[src/rtl/tconv_params.svh]
// Accumulation back end parameters

`ifndef TCONV_PARAMS_SVH
`define TCONV_PARAMS_SVH

// width of one ternary product and of every partial sum
`define TCONV_FEATURE_WIDTH 16

// side of the convolution window, 5x5 products per kernel
`define TCONV_KERNEL_SIZE 5

// kernels (channels) carried by one beat
`define TCONV_TN 4

`define TCONV_SCALER_WIDTH 16

// downstream buffer slots
`define TCONV_CREDITS 4

`endif

[src/rtl/tconv_pkg.sv]
// Accumulation back end types

`include "tconv_params.svh"

package tconv_pkg;

    // one product or one wrapped sum
    typedef logic [`TCONV_FEATURE_WIDTH-1:0] feature_t;

    typedef logic [`TCONV_SCALER_WIDTH-1:0] scaler_t;

    // full unsigned product of sum and scaler
    typedef logic [`TCONV_FEATURE_WIDTH+`TCONV_SCALER_WIDTH-1:0] scaled_t;

    // one enable bit per channel
    typedef logic [`TCONV_TN-1:0] chan_mask_t;

    // holds 0 up to the credit limit
    typedef logic [$clog2(`TCONV_CREDITS+1)-1:0] credit_cnt_t;

    typedef logic [0:0] cfg_addr_t;

    // register map
    localparam cfg_addr_t CFG_ADDR_SCALER = 1'b0;
    localparam cfg_addr_t CFG_ADDR_MASK   = 1'b1;

endpackage

[src/rtl/kernel_adder_tree.sv]
// Pipelined kernel adder tree

`timescale 1ns/1ps

`include "tconv_params.svh"

module kernel_adder_tree
    import tconv_pkg::*;
(
    input  logic clk,
    input  logic rst,
    input  logic i_valid,
    input  feature_t [`TCONV_KERNEL_SIZE*`TCONV_KERNEL_SIZE-1:0] i_terms,
    output feature_t o_sum,
    output logic o_valid
);

    localparam int N_TERMS    = `TCONV_KERNEL_SIZE * `TCONV_KERNEL_SIZE;
    localparam int N_PAIRS    = N_TERMS / 2;
    localparam int N_S1       = N_PAIRS + 1;
    localparam int N_S2       = 8;
    localparam int N_S3       = 4;
    localparam int TREE_DEPTH = 4;

    feature_t [N_S1-1:0]   s1_q;
    feature_t [2*N_S2-1:0] s1_pad;
    feature_t [N_S2-1:0]   s2_q;
    feature_t [N_S3-1:0]   s3_q;
    feature_t              sum_q;
    logic [TREE_DEPTH-1:0] vld_q;

    // stage one: 12 pairs, odd product rides along
    always_ff @(posedge clk) begin
        for (int i = 0; i < N_PAIRS; i++) begin
            s1_q[i] <= i_terms[i] + i_terms[i + N_PAIRS];
        end
        s1_q[N_PAIRS] <= i_terms[N_TERMS-1];
    end

    // pad 13 values up to 16 with zeros
    always_comb begin
        s1_pad = '0;
        for (int i = 0; i < N_S1; i++) begin
            s1_pad[i] = s1_q[i];
        end
    end

    // stage two: 16 -> 8
    always_ff @(posedge clk) begin
        for (int i = 0; i < N_S2; i++) begin
            s2_q[i] <= s1_pad[i] + s1_pad[i + N_S2];
        end
    end

    // stage three: 8 -> 4
    always_ff @(posedge clk) begin
        for (int i = 0; i < N_S3; i++) begin
            s3_q[i] <= s2_q[i] + s2_q[i + N_S3];
        end
    end

    // stage four: last four values in one adder
    always_ff @(posedge clk) begin
        sum_q <= s3_q[0] + s3_q[1] + s3_q[2] + s3_q[3];
    end

    // valid follows the data, one bit per stage
    always_ff @(posedge clk) begin
        if (rst) begin
            vld_q <= '0;
        end else begin
            vld_q <= {vld_q[TREE_DEPTH-2:0], i_valid};
        end
    end

    assign o_sum   = sum_q;
    assign o_valid = vld_q[TREE_DEPTH-1];

endmodule

[src/rtl/channel_scale_stage.sv]
// Channel sum and scaler multiply

`timescale 1ns/1ps

module channel_scale_stage
    import tconv_pkg::*;
(
    input  logic clk,
    input  logic rst,
    input  logic i_valid,
    input  feature_t [$bits(chan_mask_t)-1:0] i_sums,
    input  chan_mask_t i_mask,
    input  scaler_t i_scaler,
    output logic o_valid,
    output scaled_t o_result
);

    localparam int TN = $bits(chan_mask_t);

    feature_t masked_sum;
    feature_t total_q;
    logic     vld_q;

    // disabled channels add nothing, sum wraps at 16 bits
    always_comb begin
        masked_sum = '0;
        for (int c = 0; c < TN; c++) begin
            if (i_mask[c]) begin
                masked_sum = masked_sum + i_sums[c];
            end
        end
    end

    always_ff @(posedge clk) begin
        total_q <= masked_sum;
    end

    always_ff @(posedge clk) begin
        if (rst) begin
            vld_q   <= 1'b0;
            o_valid <= 1'b0;
        end else begin
            vld_q   <= i_valid;
            o_valid <= vld_q;
        end
    end

    // result reads zero between beats
    always_ff @(posedge clk) begin
        if (rst || !vld_q) begin
            o_result <= '0;
        end else begin
            o_result <= scaled_t'(total_q) * scaled_t'(i_scaler);
        end
    end

endmodule

[src/rtl/tconv_cfg_regs.sv]
// Scaler and channel mask registers

`timescale 1ns/1ps

module tconv_cfg_regs
    import tconv_pkg::*;
(
    input  logic clk,
    input  logic rst,
    input  logic i_cfg_we,
    input  cfg_addr_t i_cfg_addr,
    input  scaler_t i_cfg_wdata,
    output scaler_t o_cfg_rdata,
    output scaler_t o_scaler,
    output chan_mask_t o_mask
);

    scaler_t    scaler_q;
    chan_mask_t mask_q;

    // unity scale, all channels on after reset
    always_ff @(posedge clk) begin
        if (rst) begin
            scaler_q <= scaler_t'(1);
            mask_q   <= '1;
        end else if (i_cfg_we) begin
            case (i_cfg_addr)
                CFG_ADDR_SCALER: scaler_q <= i_cfg_wdata;
                CFG_ADDR_MASK:   mask_q   <= i_cfg_wdata[$bits(chan_mask_t)-1:0];
            endcase
        end
    end

    // read-back is combinational on the address
    always_comb begin
        if (i_cfg_addr == CFG_ADDR_SCALER) begin
            o_cfg_rdata = scaler_q;
        end else begin
            o_cfg_rdata = scaler_t'(mask_q);
        end
    end

    assign o_scaler = scaler_q;
    assign o_mask   = mask_q;

endmodule

[src/rtl/tconv_credit_ctrl.sv]
// Output credit counter

`timescale 1ns/1ps

`include "tconv_params.svh"

module tconv_credit_ctrl
    import tconv_pkg::*;
(
    input  logic clk,
    input  logic rst,
    input  logic i_valid,
    input  logic i_credit_return,
    output logic o_ready,
    output logic o_accept,
    output credit_cnt_t o_credits
);

    credit_cnt_t credits_q;

    // each beat reserves one downstream slot before it enters the trees
    assign o_ready  = (credits_q != '0);
    assign o_accept = i_valid && o_ready;

    always_ff @(posedge clk) begin
        if (rst) begin
            credits_q <= credit_cnt_t'(`TCONV_CREDITS);
        end else begin
            case ({o_accept, i_credit_return})
                2'b10: begin
                    credits_q <= credits_q - credit_cnt_t'(1);
                end
                2'b01: begin
                    credits_q <= credits_q + credit_cnt_t'(1);
                end
                // take and return together leave the count as is
                default: begin
                    credits_q <= credits_q;
                end
            endcase
        end
    end

    assign o_credits = credits_q;

endmodule

[src/rtl/tconv_accum_top.sv]
// Convolution accumulation top level

`timescale 1ns/1ps

`include "tconv_params.svh"

module tconv_accum_top
    import tconv_pkg::*;
(
    input  logic clk,
    input  logic rst,
    input  logic i_valid,
    input  logic [`TCONV_TN*`TCONV_KERNEL_SIZE*`TCONV_KERNEL_SIZE*`TCONV_FEATURE_WIDTH-1:0] i_terms,
    output logic o_ready,
    input  logic i_credit_return,
    output logic o_valid,
    output scaled_t o_result,
    input  logic i_cfg_we,
    input  cfg_addr_t i_cfg_addr,
    input  scaler_t i_cfg_wdata,
    output scaler_t o_cfg_rdata
);

    localparam int KERNEL_BITS =
        `TCONV_KERNEL_SIZE * `TCONV_KERNEL_SIZE * `TCONV_FEATURE_WIDTH;

    logic                      accept;
    scaler_t                   scaler;
    chan_mask_t                mask;
    feature_t [`TCONV_TN-1:0]  kernel_sums;
    logic [`TCONV_TN-1:0]      tree_valid;

    tconv_credit_ctrl u_credit (
        .clk             (clk),
        .rst             (rst),
        .i_valid         (i_valid),
        .i_credit_return (i_credit_return),
        .o_ready         (o_ready),
        .o_accept        (accept),
        .o_credits       ()
    );

    // one tree per kernel, all launched by the same accept pulse
    for (genvar g = 0; g < `TCONV_TN; g++) begin : g_tree
        kernel_adder_tree u_tree (
            .clk     (clk),
            .rst     (rst),
            .i_valid (accept),
            .i_terms (i_terms[g*KERNEL_BITS +: KERNEL_BITS]),
            .o_sum   (kernel_sums[g]),
            .o_valid (tree_valid[g])
        );
    end

    // trees run in lockstep so their valids agree
    channel_scale_stage u_scale (
        .clk      (clk),
        .rst      (rst),
        .i_valid  (&tree_valid),
        .i_sums   (kernel_sums),
        .i_mask   (mask),
        .i_scaler (scaler),
        .o_valid  (o_valid),
        .o_result (o_result)
    );

    tconv_cfg_regs u_cfg (
        .clk         (clk),
        .rst         (rst),
        .i_cfg_we    (i_cfg_we),
        .i_cfg_addr  (i_cfg_addr),
        .i_cfg_wdata (i_cfg_wdata),
        .o_cfg_rdata (o_cfg_rdata),
        .o_scaler    (scaler),
        .o_mask      (mask)
    );

endmodule

[config.mk]
export PLATFORM = sky130hd
export DESIGN_NAME = tconv_accum_top
export DESIGN_NICKNAME = d
export VERILOG_FILES = /design/src/rtl/tconv_pkg.sv /design/src/rtl/kernel_adder_tree.sv /design/src/rtl/channel_scale_stage.sv /design/src/rtl/tconv_cfg_regs.sv /design/src/rtl/tconv_credit_ctrl.sv /design/src/rtl/tconv_accum_top.sv
export VERILOG_INCLUDE_DIRS = /design/src /design/src/rtl
export SDC_FILE = /design/constraint.sdc
export NUM_CORES = 2
export LEC_CHECK = 0
export BUFFER_PORTS_ARGS = -buffer_cell sky130_fd_sc_hd__buf_2
export CORE_AREA = 10 10 641 643
export DETAILED_ROUTE_END_ITERATION = 8
export DIE_AREA = 0 0 651 653
export SLEW_MARGIN = 15
export SYNTH_ARGS = -nofsm -noshare
export SYNTH_HDL_FRONTEND = slang
export SYNTH_HIERARCHICAL = 1
export SYNTH_SLANG_ARGS = --single-unit
[constraint.sdc]
create_clock -name clk -period 7.2 [get_ports clk]
set_input_delay 1.08 -clock clk [delete_from_list [all_inputs] [get_ports clk]]
set_output_delay 1.08 -clock clk [all_outputs]
set_load 0.1 [all_outputs]
==> impl_metrics.tcl <==
set metrics [dict create \
    outcome "finished, final reports clean" \
    synth-seq-cells 1753 \
    grt_overflow_total 0 \
    p_seq_share_pct 22.7 \
    cp_num_buf_inv 6 \
    synthDistinctLibCells 94 \
    initial_core_util_pct 28.7 \
    dr.first_iter.drc_count 5622 \
    power_frac_clock_pct 16.8 \
    worstSetupPathType "reg2reg" \
    finalNonFillerCells 19900 \
    wl_um 444000 \
    crit_fanout 16 \
    critPathMaxStageDelay_ns 0.90 \
    cp_cell_sequence "nand2_1, fa_1, inv_1, fa_1, inv_1, fa_1, inv_1, fa_1, fa_1, inv_1, fa_1, inv_1, ha_1, a21o_1, a21oi_1, nor2b_1, a311oi_1, buf_4, a21o_1, a21oi_1, o21ai_0, nor3b_1" \
    layout_worst_path_cycle_share_pct 91.8 \
    yosysSeqAreaShare_pct 30.8 \
    drv_cap 0 \
    final_nets 17800 \
    finalWorstSetupSlack_ns 0.591 \
    ant_nets 0 \
    fin_skew_ns 0.111 \
    p_int_w 0.0372 \
    dp.cells 19400 \
    die_h_um 653 \
    worst-endpoint-required_ns 7.98 \
    avgRoutedWirePerCell_um 22.3 \
    powerDensity_mw_per_mm2 500 \
    synthTopCellsByArea "dfxtp_1 (31%), ha_1 (16%), fa_1 (7.1%)" \
    synth-edff-count 0 \
    clock-root-buffer "clkbuf_16" \
    synth_ff_type "dfxtp_1" \
    crit_cells 22 \
    gp_congestion 1.06 \
    gr-usage-all-layers_pct 19.9 \
    num_vias 96800 \
    rows 232 \
    die_area_sq_mm 0.425 \
    core_area_sq_mm 0.398 \
    net-switching-power_w 0.0309 \
    cts_max_level 4 \
    post-dp-hpwl_um 387000 \
    max_freq_ghz 0.151 \
    drive_gt1_share_pct 15.7 \
    critical-path-slowest-cell "dfxtp_1" \
    reg2regPathDepth 22 \
    place_ws_ns 0.727 \
    critPathTopFamily "adder cells" \
    arrival_ns 7.39 \
    relSlewSlack_pct 22.6 \
    drcViolationCount 0 \
    post_cts_buffers 0 \
    numCtsBuffers 207 \
    io_pins 1672 \
    grt_pass1_vias 96000 \
    rsz0062_at_grt "no" \
    via_per_inst 4.85 \
    io_buffers 1671 \
    syn2layout_area_growth_pct 19.4 \
    fp.dieW_um 651 \
    switching_share_pct 45.4 \
    syn_nets 16100 \
    tightest_slew_ns 1.16 \
    crit_top_cell "fa_1" \
    synth_area_sq_mm 0.114 \
    syn_area_per_cell_sq_um 9.04 \
    comb_power_share_pct 60.5 \
    r2r_setup_slack_ns 0.59 \
    clock_latency_ns 0.95 \
    layout_commonest_cell "dfxtp_1" \
    hold_viol 0 \
    final_cell_mix "dfxtp_1 (1753), buf_2 (1671), ha_1 (1471)" \
    drt_pass1_iterations 6 \
    report.final.slew_viol_count 0 \
    antenna_found_initial 224 \
    path_clk_slew_ns 0.06 \
    synth_top_area_share_pct 30.8 \
    setup-violations-final 0 \
    cts-hold-fix-buffers 0 \
    cts_tree "done" \
    async_flop_share_pct 0 \
    fin_crit_ns 6.61 \
    cts_resized 0 \
    grt_pass1_wl_um 633000 \
    start_kind "register" \
    clock-sinks 1753 \
    grt_max_degree 58 \
    postSynthCellCount 12600 \
    hold_depth 1 \
    max-vdd-ir-drop_v 0.000612 \
    cp-end-kind "register" \
    ys.warnings.count 6 \
    yosysTopAreaCell "dfxtp_1" \
    p_leak_nw 62.4 \
    cts_buffer_depth 4 \
    fin_setup_tns_ns 0 \
    hp-class "in2reg" \
]
[logic make-up after synthesis]
group | Yosys count | share of synthesized area (%)
buffers and inverters | 1298 | 4.36
AO/OA/AOI/OAI | 3617 | 20.2
adder cells (fa/ha/maj) | 1873 | 23.2
flip-flops | 1753 | 30.8
multiplexers | 38 | 0.357
AND/OR/NAND/NOR | 2813 | 11.7
XOR/XNOR | 1236 | 9.49
[per-stage QoR]
stage	power (W)	util (%)	area, sq um	hold WS [ns]
after global placement	0.0570	32.3	128000	0.310
after floorplan	0.0443	-	114000	0.310
after detailed placement	0.0571	32.3	128000	0.312
after global routing	0.0744	34.2	136000	0.170
final	0.0681	34.2	136000	0.231
after CTS	0.0692	34.1	136000	0.118
[power by group through the flow]
| stage | sequential, W | combinational [W] | clock, W |
|---|---|---|---|
| final | 0.0154 | 0.0412 | 0.0115 |
| after detailed placement | 0.0158 | 0.0414 | 0 |
| after global routing | 0.0157 | 0.0465 | 0.0122 |
| after floorplan | 0.0143 | 0.0300 | 0 |
| after CTS | 0.0156 | 0.0418 | 0.0119 |
| after global placement | 0.0158 | 0.0413 | 0 |
[cells in the mapped netlist (16+ instances only)]
cell type / n
a21boi_0: 26
xor2_1: 433
a21o_1: 314
fa_1: 402
o211ai_2: 22
inv_1: 1128
dfxtp_1: 1753
ha_1: 1471
mux2_2: 21
o2111ai_1: 27
nand2_1: 933
nor3_1: 159
nand3_1: 265
o2111a_1: 19
and3_1: 20
a211oi_1: 250
o41ai_1: 22
a2111oi_0: 31
o31a_1: 54
or2_2: 35
buf_2: 28
nor3b_1: 30
o21bai_1: 46
nor2b_1: 134
a21oi_2: 41
nor2_1: 677
and2_1: 165
xnor2_1: 803
nand2b_1: 215
nor4_1: 30
a211o_1: 16
o21a_1: 153
a31oi_1: 188
o21ai_1: 77
mux2i_1: 16
nand4_1: 77
nand3b_1: 17
a21oi_1: 1261
o21ai_0: 664
clkbuf_1: 130
o211ai_1: 230
[final cells by class]
class | instances | area [sq um]
antenna | 146 | 365
clock buffer | 252 | 5640
clock inverter | 124 | 1840
fill | 41200 | 262000
inverter | 1129 | 4240
multi-input combinational | 9577 | 74000
sequential | 1753 | 35100
tap | 5265 | 6590
timing repair buffer | 1686 | 8480
[layer usage]
layer  global-route usage [%]  up-vias  routed length [um]
met1                     22.0    45300              171000
met5                        0        -                 899
met2                     36.2     2639              222000
met3                     4.77      767               28400
met4                     8.62      136               22500
li1                         -    47900                   -
[final timing paths]
kind | to | start
setup / recovery | u_scale/o_result[29] | u_scale/total_q[6]
hold / removal | g_tree[2].u_tree/s1_pad[206] | i_terms[1198]
setup reg to reg | u_scale/o_result[29] | u_scale/total_q[6]
hold reg to reg | g_tree[3].u_tree/s2_q[108] | g_tree[3].u_tree/s1_pad[108]
[flip-flops by register name, indices dropped and copies added, names as in the netlist]
name / cells
u_cfg/o_mask: 4
u_scale/o_result: 32
g_tree.u_tree/vld_q: 16
g_tree.u_tree/s3_q: 256
g_tree.u_tree/o_sum: 64
u_scale/total_q: 16
u_scale/vld_q: 1
u_scale/o_valid: 1
g_tree.u_tree/s1_pad: 832
g_tree.u_tree/s2_q: 512
u_credit/o_credits: 3
u_cfg/o_scaler: 16
No activity file was read; power rests on OpenSTA's default activity.
